--- config.mk ---
export PLATFORM = sky130hd
export DESIGN_NAME = wb_top
export DESIGN_NICKNAME = d
export VERILOG_FILES = /design/src/wb_pkg.sv /design/src/commit_tracker.sv /design/src/regfile.sv /design/src/wb_arbiter.sv /design/src/wb_hold_buf.sv /design/src/wb_top.sv
export SDC_FILE = /design/constraint.sdc
export NUM_CORES = 2
export LEC_CHECK = 0
export BUFFER_PORTS_ARGS = -buffer_cell sky130_fd_sc_hd__buf_2
export CORE_MARGIN = 2
export CORE_UTILIZATION = 28
export DETAILED_ROUTE_END_ITERATION = 8
export PLACE_DENSITY = 0.5
export SLEW_MARGIN = 10
export SYNTH_ARGS = -nofsm -noshare
export SYNTH_HDL_FRONTEND = slang
export SYNTH_SLANG_ARGS = --single-unit
--- constraint.sdc ---
create_clock -name clk -period 8.8 [get_ports clk]
set_input_delay 1.32 -clock clk [delete_from_list [all_inputs] [get_ports clk]]
set_output_delay 1.32 -clock clk [all_outputs]
set_load 0.02 [all_outputs]
--- src/wb_pkg.sv ---
// writeback widths, request struct and source enumeration
`default_nettype none

package wb_pkg;

    // register file geometry
    localparam int REG_DATA_WIDTH = 32;
    localparam int REG_ADDR_WIDTH = 5;

    // in-flight instruction tags
    localparam int COMMIT_ID_WIDTH = 3;
    localparam int NUM_COMMIT_IDS  = 2 ** COMMIT_ID_WIDTH;

    // lsu plus the four buffered units
    localparam int NUM_SRCS = 5;

    // one writeback request, we doubles as the valid strobe
    typedef struct packed {
        logic                       we;
        logic [REG_ADDR_WIDTH-1:0]  waddr;
        logic [REG_DATA_WIDTH-1:0]  wdata;
        logic [COMMIT_ID_WIDTH-1:0] commit_id;
    } wb_req_t;

    // writeback sources in priority order
    typedef enum logic [2:0] {
        SRC_LSU = 3'd0,
        SRC_MUL = 3'd1,
        SRC_DIV = 3'd2,
        SRC_CSR = 3'd3,
        SRC_ALU = 3'd4
    } wb_src_e;

endpackage

`default_nettype wire

--- src/commit_tracker.sv ---
// pending bitmap of issued but uncommitted instruction tags
`timescale 1ns/1ps
`default_nettype none

module commit_tracker (
    input  wire                                   clk,
    input  wire                                   rst_n,
    input  wire                                   issue_valid_i,
    input  wire  [wb_pkg::COMMIT_ID_WIDTH-1:0]    issue_id_i,
    input  wb_pkg::wb_req_t                       commit_i,
    output logic [wb_pkg::NUM_COMMIT_IDS-1:0]     pending_o
);

    import wb_pkg::*;

    logic [NUM_COMMIT_IDS-1:0] pending_q;
    logic [NUM_COMMIT_IDS-1:0] set_mask;
    logic [NUM_COMMIT_IDS-1:0] clr_mask;

    always_comb begin
        set_mask = '0;
        clr_mask = '0;
        if (issue_valid_i) begin
            set_mask[issue_id_i] = 1'b1;
        end
        if (commit_i.we) begin
            clr_mask[commit_i.commit_id] = 1'b1;
        end
    end

    // set applied after clear, so an issue beats a same-cycle commit
    always_ff @(posedge clk or negedge rst_n) begin
        if (!rst_n) begin
            pending_q <= '0;
        end else begin
            pending_q <= (pending_q & ~clr_mask) | set_mask;
        end
    end

    assign pending_o = pending_q;

endmodule

`default_nettype wire

--- src/regfile.sv ---
// 32x32 register file, one write port, two combinational read ports
`timescale 1ns/1ps
`default_nettype none

module regfile (
    input  wire                                 clk,
    input  wire                                 rst_n,
    input  wb_pkg::wb_req_t                     wr_i,
    input  wire  [wb_pkg::REG_ADDR_WIDTH-1:0]   raddr_a_i,
    input  wire  [wb_pkg::REG_ADDR_WIDTH-1:0]   raddr_b_i,
    output logic [wb_pkg::REG_DATA_WIDTH-1:0]   rdata_a_o,
    output logic [wb_pkg::REG_DATA_WIDTH-1:0]   rdata_b_o
);

    import wb_pkg::*;

    localparam int NUM_REGS = 2 ** REG_ADDR_WIDTH;

    // x0 has no storage
    logic [REG_DATA_WIDTH-1:0] regs_q [1:NUM_REGS-1];

    always_ff @(posedge clk or negedge rst_n) begin
        if (!rst_n) begin
            for (int i = 1; i < NUM_REGS; i++) begin
                regs_q[i] <= '0;
            end
        end else if (wr_i.we && (wr_i.waddr != '0)) begin
            regs_q[wr_i.waddr] <= wr_i.wdata;
        end
    end

    // no bypass, a write shows up the cycle after it is taken
    assign rdata_a_o = (raddr_a_i == '0) ? '0 : regs_q[raddr_a_i];
    assign rdata_b_o = (raddr_b_i == '0) ? '0 : regs_q[raddr_b_i];

endmodule

`default_nettype wire

--- src/wb_arbiter.sv ---
// writeback arbiter with fixed priority, hold buffers and a registered winner
`timescale 1ns/1ps
`default_nettype none

module wb_arbiter (
    input  wire              clk,
    input  wire              rst_n,
    input  wb_pkg::wb_req_t  lsu_req_i,
    input  wb_pkg::wb_req_t  mul_req_i,
    input  wb_pkg::wb_req_t  div_req_i,
    input  wb_pkg::wb_req_t  csr_req_i,
    input  wb_pkg::wb_req_t  alu_req_i,
    output logic             mul_ready_o,
    output logic             div_ready_o,
    output logic             csr_ready_o,
    output logic             alu_ready_o,
    output wb_pkg::wb_req_t  wb_o
);

    import wb_pkg::*;

    localparam int REQ_W = $bits(wb_req_t);

    // all per-source vectors are indexed by wb_src_e
    wb_req_t             req  [NUM_SRCS];
    wb_req_t             held [NUM_SRCS];
    logic [NUM_SRCS-1:0] full;
    logic [NUM_SRCS-1:0] active;
    logic [NUM_SRCS-1:0] conflict;
    logic [NUM_SRCS-1:0] buf_block;
    logic [NUM_SRCS-1:0] gnt_new;
    logic [NUM_SRCS-1:0] gnt_buf;
    logic [NUM_SRCS-1:0] capture;
    logic                any_full;
    wb_req_t             win;
    wb_req_t             wb_q;

    assign req[SRC_LSU] = lsu_req_i;
    assign req[SRC_MUL] = mul_req_i;
    assign req[SRC_DIV] = div_req_i;
    assign req[SRC_CSR] = csr_req_i;
    assign req[SRC_ALU] = alu_req_i;

    // lsu has no buffer
    assign held[SRC_LSU] = '0;
    assign full[SRC_LSU] = 1'b0;

    for (genvar i = int'(SRC_MUL); i < NUM_SRCS; i++) begin : g_hold
        wb_hold_buf u_hold_buf (
            .clk       (clk),
            .rst_n     (rst_n),
            .capture_i (capture[i]),
            .req_i     (req[i]),
            .grant_i   (gnt_buf[i]),
            .held_o    (held[i]),
            .full_o    (full[i])
        );
    end

    // accepted fresh requests, a full buffer stalls its source
    assign active   = {req[SRC_ALU].we, req[SRC_CSR].we, req[SRC_DIV].we,
                       req[SRC_MUL].we, req[SRC_LSU].we} & ~full;
    assign any_full = |full;

    // fresh requests lose to lsu, any parked request and higher fresh ones
    assign conflict[SRC_LSU]  = 1'b0;
    assign conflict[SRC_MUL]  = active[SRC_LSU] | any_full;
    // buffers lose to lsu and higher buffers
    assign buf_block[SRC_LSU] = 1'b1;
    assign buf_block[SRC_MUL] = active[SRC_LSU];

    for (genvar i = int'(SRC_DIV); i < NUM_SRCS; i++) begin : g_chain
        assign conflict[i]  = conflict[i-1] | active[i-1];
        assign buf_block[i] = buf_block[i-1] | full[i-1];
    end

    // one-hot over gnt_new and gnt_buf together
    assign gnt_new = active & ~conflict;
    assign gnt_buf = full & ~buf_block;
    assign capture = active & conflict;

    // and-or select of the winner
    always_comb begin
        win = '0;
        for (int i = 0; i < NUM_SRCS; i++) begin
            win = win | ({REQ_W{gnt_new[i]}} & req[i]) | ({REQ_W{gnt_buf[i]}} & held[i]);
        end
        win.we = |{gnt_new, gnt_buf};
    end

    always_ff @(posedge clk or negedge rst_n) begin
        if (!rst_n) begin
            wb_q <= '0;
        end else begin
            wb_q <= win;
        end
    end

    assign wb_o = wb_q;

    assign mul_ready_o = ~full[SRC_MUL];
    assign div_ready_o = ~full[SRC_DIV];
    assign csr_ready_o = ~full[SRC_CSR];
    assign alu_ready_o = ~full[SRC_ALU];

endmodule

`default_nettype wire

--- src/wb_hold_buf.sv ---
// one-entry parking buffer for a writeback request that lost arbitration
`timescale 1ns/1ps
`default_nettype none

module wb_hold_buf (
    input  wire              clk,
    input  wire              rst_n,
    input  wire              capture_i,
    input  wb_pkg::wb_req_t  req_i,
    input  wire              grant_i,
    output wb_pkg::wb_req_t  held_o,
    output logic             full_o
);

    import wb_pkg::*;

    logic    valid_q;
    wb_req_t data_q;

    // capture only happens while empty, grant only while full
    always_ff @(posedge clk or negedge rst_n) begin
        if (!rst_n) begin
            valid_q <= 1'b0;
        end else if (capture_i) begin
            valid_q <= 1'b1;
        end else if (grant_i) begin
            valid_q <= 1'b0;
        end
    end

    // payload only
    always_ff @(posedge clk) begin
        if (capture_i) begin
            data_q <= req_i;
        end
    end

    always_comb begin
        held_o    = data_q;
        held_o.we = valid_q;
    end

    assign full_o = valid_q;

endmodule

`default_nettype wire

--- src/wb_top.sv ---
// writeback stage top: arbiter, register file and commit tracker
`timescale 1ns/1ps
`default_nettype none

module wb_top (
    input  wire                                  clk,
    input  wire                                  rst_n,
    input  wb_pkg::wb_req_t                      lsu_req_i,
    input  wb_pkg::wb_req_t                      mul_req_i,
    input  wb_pkg::wb_req_t                      div_req_i,
    input  wb_pkg::wb_req_t                      csr_req_i,
    input  wb_pkg::wb_req_t                      alu_req_i,
    output logic                                 mul_ready_o,
    output logic                                 div_ready_o,
    output logic                                 csr_ready_o,
    output logic                                 alu_ready_o,
    input  wire                                  issue_valid_i,
    input  wire  [wb_pkg::COMMIT_ID_WIDTH-1:0]   issue_id_i,
    input  wire  [wb_pkg::REG_ADDR_WIDTH-1:0]    raddr_a_i,
    input  wire  [wb_pkg::REG_ADDR_WIDTH-1:0]    raddr_b_i,
    output wb_pkg::wb_req_t                      wb_o,
    output logic                                 commit_valid_o,
    output logic [wb_pkg::COMMIT_ID_WIDTH-1:0]   commit_id_o,
    output logic [wb_pkg::REG_DATA_WIDTH-1:0]    rdata_a_o,
    output logic [wb_pkg::REG_DATA_WIDTH-1:0]    rdata_b_o,
    output logic [wb_pkg::NUM_COMMIT_IDS-1:0]    pending_o
);

    import wb_pkg::*;

    // registered winner, feeds all three consumers
    wb_req_t wb;

    wb_arbiter u_arbiter (
        .clk         (clk),
        .rst_n       (rst_n),
        .lsu_req_i   (lsu_req_i),
        .mul_req_i   (mul_req_i),
        .div_req_i   (div_req_i),
        .csr_req_i   (csr_req_i),
        .alu_req_i   (alu_req_i),
        .mul_ready_o (mul_ready_o),
        .div_ready_o (div_ready_o),
        .csr_ready_o (csr_ready_o),
        .alu_ready_o (alu_ready_o),
        .wb_o        (wb)
    );

    regfile u_regfile (
        .clk       (clk),
        .rst_n     (rst_n),
        .wr_i      (wb),
        .raddr_a_i (raddr_a_i),
        .raddr_b_i (raddr_b_i),
        .rdata_a_o (rdata_a_o),
        .rdata_b_o (rdata_b_o)
    );

    commit_tracker u_commit_tracker (
        .clk           (clk),
        .rst_n         (rst_n),
        .issue_valid_i (issue_valid_i),
        .issue_id_i    (issue_id_i),
        .commit_i      (wb),
        .pending_o     (pending_o)
    );

    assign wb_o           = wb;
    assign commit_valid_o = wb.we;
    assign commit_id_o    = wb.commit_id;

endmodule

`default_nettype wire

Word-level counts from Yosys, hierarchy flattened --
Index checks and enable logic that the tools add are counted.
Storage, ports and cells: bits in read-only memories 0, output and inout bits 121, word-level logic and storage cells 139, register bits 1205, memories 0, bits in writable memories 0, bits in latches 0, bits of input ports 221
Operators by class: shift operators 0, multiply operators 0, equal/unequal tests 0, $add $sub $neg 0, divide/modulo/power cells 0, order comparisons 8, reductions and logical operators 13, mux-type cells 25, bitwise logic cells 41
Operators by type and width (count):
- bitwise mux 992 bit | 1
- bitwise AND 40 bit | 9
- binary-select mux 32 bit (select 5 bit) | 2
- OR 40 bit | 8
- two-way mux 32 bit | 7
- demux 32 bit (select 5 bit) | 1
- bitwise AND 5 bit | 4
- greater-or-equal comparator 6 bit, second input constant | 3
- inverter 5 -> 6 bit | 3
- two-way mux 8 bit | 2
- inverter 5 bit | 3
- logical NOT 5 bit | 2
- two-way mux 1 bit | 10
- OR reduction 10 bit | 1
- bitwise AND 8 bit | 1
- less-than comparator 3 x 4 -> 1 bit, second input constant | 2
- inverter 8 bit | 1
- OR 8 bit | 1
- nonzero test 2 bit | 4
- OR 1 bit | 7
- demux 1 bit (select 3 bit) | 2
- greater-or-equal comparator 3 x 1 -> 1 bit, second input constant | 2
- less-than comparator 6 x 1 -> 1 bit, second input constant | 1
- nonzero test 5 bit | 1
- other kinds (3) | 9

Depth between registers and ports, before layout --
depth in word-level cells 17, mapped depth 9, mapped depth without buffers 4

Cells and area by module --
Synthesis repeated with hierarchy kept, for this count alone.
Second synthesis, totals: cell total of the unflattened synthesis 4735, area total of the unflattened synthesis 62403.6 sq um
By module, submodules not included:
- regfile | cells each 4079, seq. area each 24823.8 sq um, area an instance 53312.4 sq um, instances 1
- wb_hold_buf | cells each 44, seq. area each 1226.2 sq um, area an instance 1244.9 sq um, instances 4
- wb_arbiter | cells each 446, seq. area each 1026.0 sq um, area an instance 3699.8 sq um, instances 1
- commit_tracker | cells each 30, seq. area each 200.2 sq um, area an instance 381.6 sq um, instances 1
- wb_top | cells each 4, seq. area each 0.0 sq um, area an instance 30.0 sq um, instances 1

Worst setup path after synthesis --
No wires, ideal clock.
kind input -> output, start input raddr_b_i[1] in the netlist's numbering, end output rdata_b_o[16] in the netlist's numbering, path slack 4.436 ns, data arrival time 3.044 ns, required time 7.480 ns, cell stages on the path 9, path through buf_4 > buf_6 > buf_8 > buf_12 > buf_8 > mux2i_1 > a22oi_1 > a21oi_1 > nor4_1
On the way: longest elaborated chain between the ends 5, elaborated cells between the ends (all ways) 6, those cells by class mux: 4; bitwise: 1; reduce/logical: 1
Ends and longest elaborated chain:
- start: declaration | line wb_top.sv:20 | input wire [wb_pkg::REG_ADDR_WIDTH-1:0] raddr_b_i,
- inverter 5 -> 6 bit (implied by the code) | line regfile.sv:34 | assign rdata_b_o = (raddr_b_i == '0) ? '0 : regs_q[raddr_b_i];
- binary-select mux 32 bit (select 5 bit) | line regfile.sv:34
- two-way mux 32 bit (implied by the code) (2 in series) | line regfile.sv:34
- two-way mux 32 bit * | line regfile.sv:34
- end: declaration | line wb_top.sv:25 | output logic [wb_pkg::REG_DATA_WIDTH-1:0] rdata_b_o,
Mark *: on every way between the ends. The rest lies on a longest branch, timed or not. The select of a mux whose other input is x is not followed.

Worst setup path in the final report --
start input raddr_a_i[2] in the netlist's numbering, end output rdata_a_o[17] in the netlist's numbering
On the way: longest elaborated chain between the ends 5, elaborated cells between the ends (all ways) 6, those cells by class mux: 4; bitwise: 1; reduce/logical: 1
Ends and longest elaborated chain:
- start: declaration | line wb_top.sv:19 | input wire [wb_pkg::REG_ADDR_WIDTH-1:0] raddr_a_i,
- inverter 5 -> 6 bit (implied by the code) | line regfile.sv:33 | assign rdata_a_o = (raddr_a_i == '0) ? '0 : regs_q[raddr_a_i];
- binary-select mux 32 bit (select 5 bit) | line regfile.sv:33
- two-way mux 32 bit (implied by the code) (2 in series) | line regfile.sv:33
- two-way mux 32 bit * | line regfile.sv:33
- end: declaration | line wb_top.sv:24 | output logic [wb_pkg::REG_DATA_WIDTH-1:0] rdata_a_o,
Marks and branches as above.

==> results.cfg <==
[cells_and_area]
fill_cells = 22183
synthToLayoutAreaGrowth_pct = 14.62
finalNonFillerCells = 7888
final_core_util_pct = 32.18
fin_nets = 5012
final_layout_size_suffix_gt1_share_pct = 39.12

[die]
start_util_pct = 28.07
rows = 173
die_w_um = 475.4
dieArea_sq_um = 226000
coreArea_sq_um = 221700
ios = 342
die_h_um = 475.4

[cts]
cts.clk_slew.worst_paths_ps = 60
cts_sinks = 1205
numCtsBuffers = 143
cts_resized = 0
ctsRootBufferMaster = clkbuf_16
clock_path_buffers = 3
cts_setup_buffers = 0
cts_tree = yes
clk_latency_ps = 800
cts_hold_buffers = 0
htree_levels = 4

[power_and_ir_drop]
pwr-share-clk_pct = 27.5
leakagePower_nw = 30.34
comb_power_share_pct = 28.9
p_per_area_nw_per_um2 = 308.1
swShare_pct = 33.05
intPower_mw = 14.71
power_switching_mw = 7.263
seqPwrFrac_pct = 43.5
vdd.ir_drop.worst_mv = 0.1534

[hold_path]
hp-start = u_arbiter.g_hold[4].u_hold_buf.held_o[38]
hold_end = u_arbiter.wb_o[38]
hp-class = flop to flop
holdPathStages = 2

[worst_setup_path]
cp.arrival_ps = 4800
critPathKind = input port to output pin
r2r-start = u_arbiter.wb_o[39]
required_ps = 7480
r2r_end = u_regfile.regs_q[397]
worstSetupEndpointType = output pin
rrSetupSlack_ps = 5630
reg2reg_depth = 3
startpoint_type = input port
path_max_fanout = 53

[placed_design]
placed_cells = 7621
hpwl_um = 131100
routabilityCongestion = 0.8059
io_buffer_count = 341

[timing]
worst_clock_skew_ps = 24.03
period_needed_ps = 6119
setup_viol = 0
setup_tns_ps = 0
period_share_pct = 69.53
final_hold_viol_count = 0
fmax_mhz = 163.4
slew_headroom_pct = 15.24
worstMarginPinSlew_ps = 1271
finalMaxSlewViolations = 0
rsz0062_at_grt = no

[route]
drc_errors = 0
firstDrtPassIters = 6
ant_nets = 0
routedWlPerCell_um = 28.19
wl_um = 222300
drt_iter0_drc = 3622
viasPerCell = 5.431
via_count = 42840

[grt]
grt_first_pass_wirelength_um = 321700
first_global_vias = 44595
grt_antenna_before_repair = 29
track_usage_pct = 19.38
grt_max_degree = 168
grt_overflow = 0

[yosys]
async_flop_share_pct = 86.72
syn_avg_cell_area_sq_um = 13.33
syn_inst = 4669
yosysMostFrequentCell = dfrtp_1
synthTopCellsByArea = dfrtp_1 (42%), mux2_2 (18%), mux2i_1 (10%)
syn_nets = 4890
synth_cell_type_count = 54
synth-seq-area-share_pct = 49.75
ys_ff_latch = 1205
synthTopCellsByCount = dfrtp_1 (1,045), mux2_2 (1,022), mux2i_1 (640), o22ai_1 (256), clkbuf_1 (224)
yosysTopAreaCell = dfrtp_1
yosys.area.top_type_share_pct = 42.03
synth_edf_count = 160
syn_area_sq_um = 62220
synthFlopType = dfrtp_1
yosys_warnings = 0

[status]
status = completed

[run]
cap_violations = 0
worst max path at each step:
stage,from,end,slack [ps],cells past startpoint
CTS,raddr_a_i[2],rdata_a_o[17],2630,7
floorplan,raddr_b_i[1],rdata_b_o[16],4440,9
finish,raddr_a_i[2],rdata_a_o[17],2680,7
detailed placement,raddr_a_i[2],rdata_a_o[17],2630,7
global route,raddr_a_i[2],rdata_a_o[17],2610,7
global placement,raddr_a_i[2],rdata_a_o[17],2630,7
critical path, stage by stage:
cell and delay (ps):
buf_4 710, nand2_4 700, buf_4 530, o22ai_1 220
nor3_1 80, nor3_1 840, buf_2 320
power groups by stage:
stage,clock network [mW],registers [mW],logic [mW]
floorplan,0,9.08,4.72
global placement,0,9.49,6.30
detailed placement,0,9.60,6.40
CTS,6.20,9.51,6.41
global route,6.43,9.86,6.88
finish,6.05,9.56,6.36
layer usage:
| layer | vias up | global-route usage, % | part of all wire [%] |
|---|---|---|---|
| met5 | - | 0 | 0.079 |
| met2 | 1483 | 31.06 | 46 |
| met4 | 32 | 5.781 | 2.8 |
| li1 | 18241 | - | - |
| met3 | 368 | 4.071 | 6.3 |
| met1 | 22716 | 26.23 | 45 |
flip-flops by register name (all words and copies together) (netlist names):
name / cells
u_arbiter.g_hold.u_hold_buf.held_o: 160
u_regfile.regs_q: 992
u_arbiter.wb_o: 41
u_arbiter.g_hold.u_hold_buf.full_o: 4
u_commit_tracker.pending_o: 8
placed cells by master (no fill, tap or decap), types with 14 or more instances in the layout:
cell / synthesis / layout
nor2_4: 0 / 17
clkbuf_8: 0 / 36
a221oi_1: 40 / 40
o22ai_1: 256 / 256
buf_2: 112 / 334
mux2_1: 34 / 34
a22oi_1: 97 / 97
nor4_1: 35 / 32
mux2i_1: 640 / 640
a31oi_1: 26 / 26
clkbuf_16: 0 / 143
edfxtp_1: 160 / 160
buf_4: 83 / 109
a21oi_1: 80 / 79
nor3_1: 157 / 157
nand3_1: 42 / 42
a22o_1: 26 / 26
clkbuf_1: 224 / 30
o21ai_0: 14 / 14
mux2_2: 1022 / 1022
nand3b_1: 43 / 43
mux4_2: 128 / 128
a211oi_1: 38 / 38
nand2_1: 65 / 48
a221o_1: 64 / 64
a222oi_1: 40 / 40
nor2b_1: 47 / 42
dfrtp_1: 1045 / 1042
clkinv_2: 0 / 19
metrics by stage:
| step | area, sq um | hold slack, ps | setup WS, ps | power, mW |
|---|---|---|---|---|
| after floorplan | 62220 | 467.5 | 4436 | 13.80 |
| after global placement | 66510 | 481.2 | 2631 | 15.79 |
| after detailed placement | 66510 | 485.7 | 2631 | 15.99 |
| after CTS | 71300 | 498.7 | 2630 | 22.12 |
| after global routing | 71310 | 518.4 | 2608 | 23.17 |
| final | 71320 | 491.9 | 2681 | 21.97 |
cells by family after synthesis:
| logic type | synth area share [%] |
|---|---|
| flops | 49.75 |
| simple gates | 4.102 |
| compound gates | 8.051 |
| mux | 34.04 |
| buf+inv | 4.060 |
final cells by class:
type                    instances  area [sq um]  area share, %
flip-flops and latches       1205         30960          43.41
clock inverters                50         601.8         0.8438
repair buffers                458          2753          3.859
well taps                    2975          3722          5.219
multi-input cells            2979         29070          40.75
inverters                       4         15.01        0.02105
clock buffers                 209          4187          5.870
diodes                          8         20.02        0.02807
Note: power is estimated with default switching activity, not from simulation.
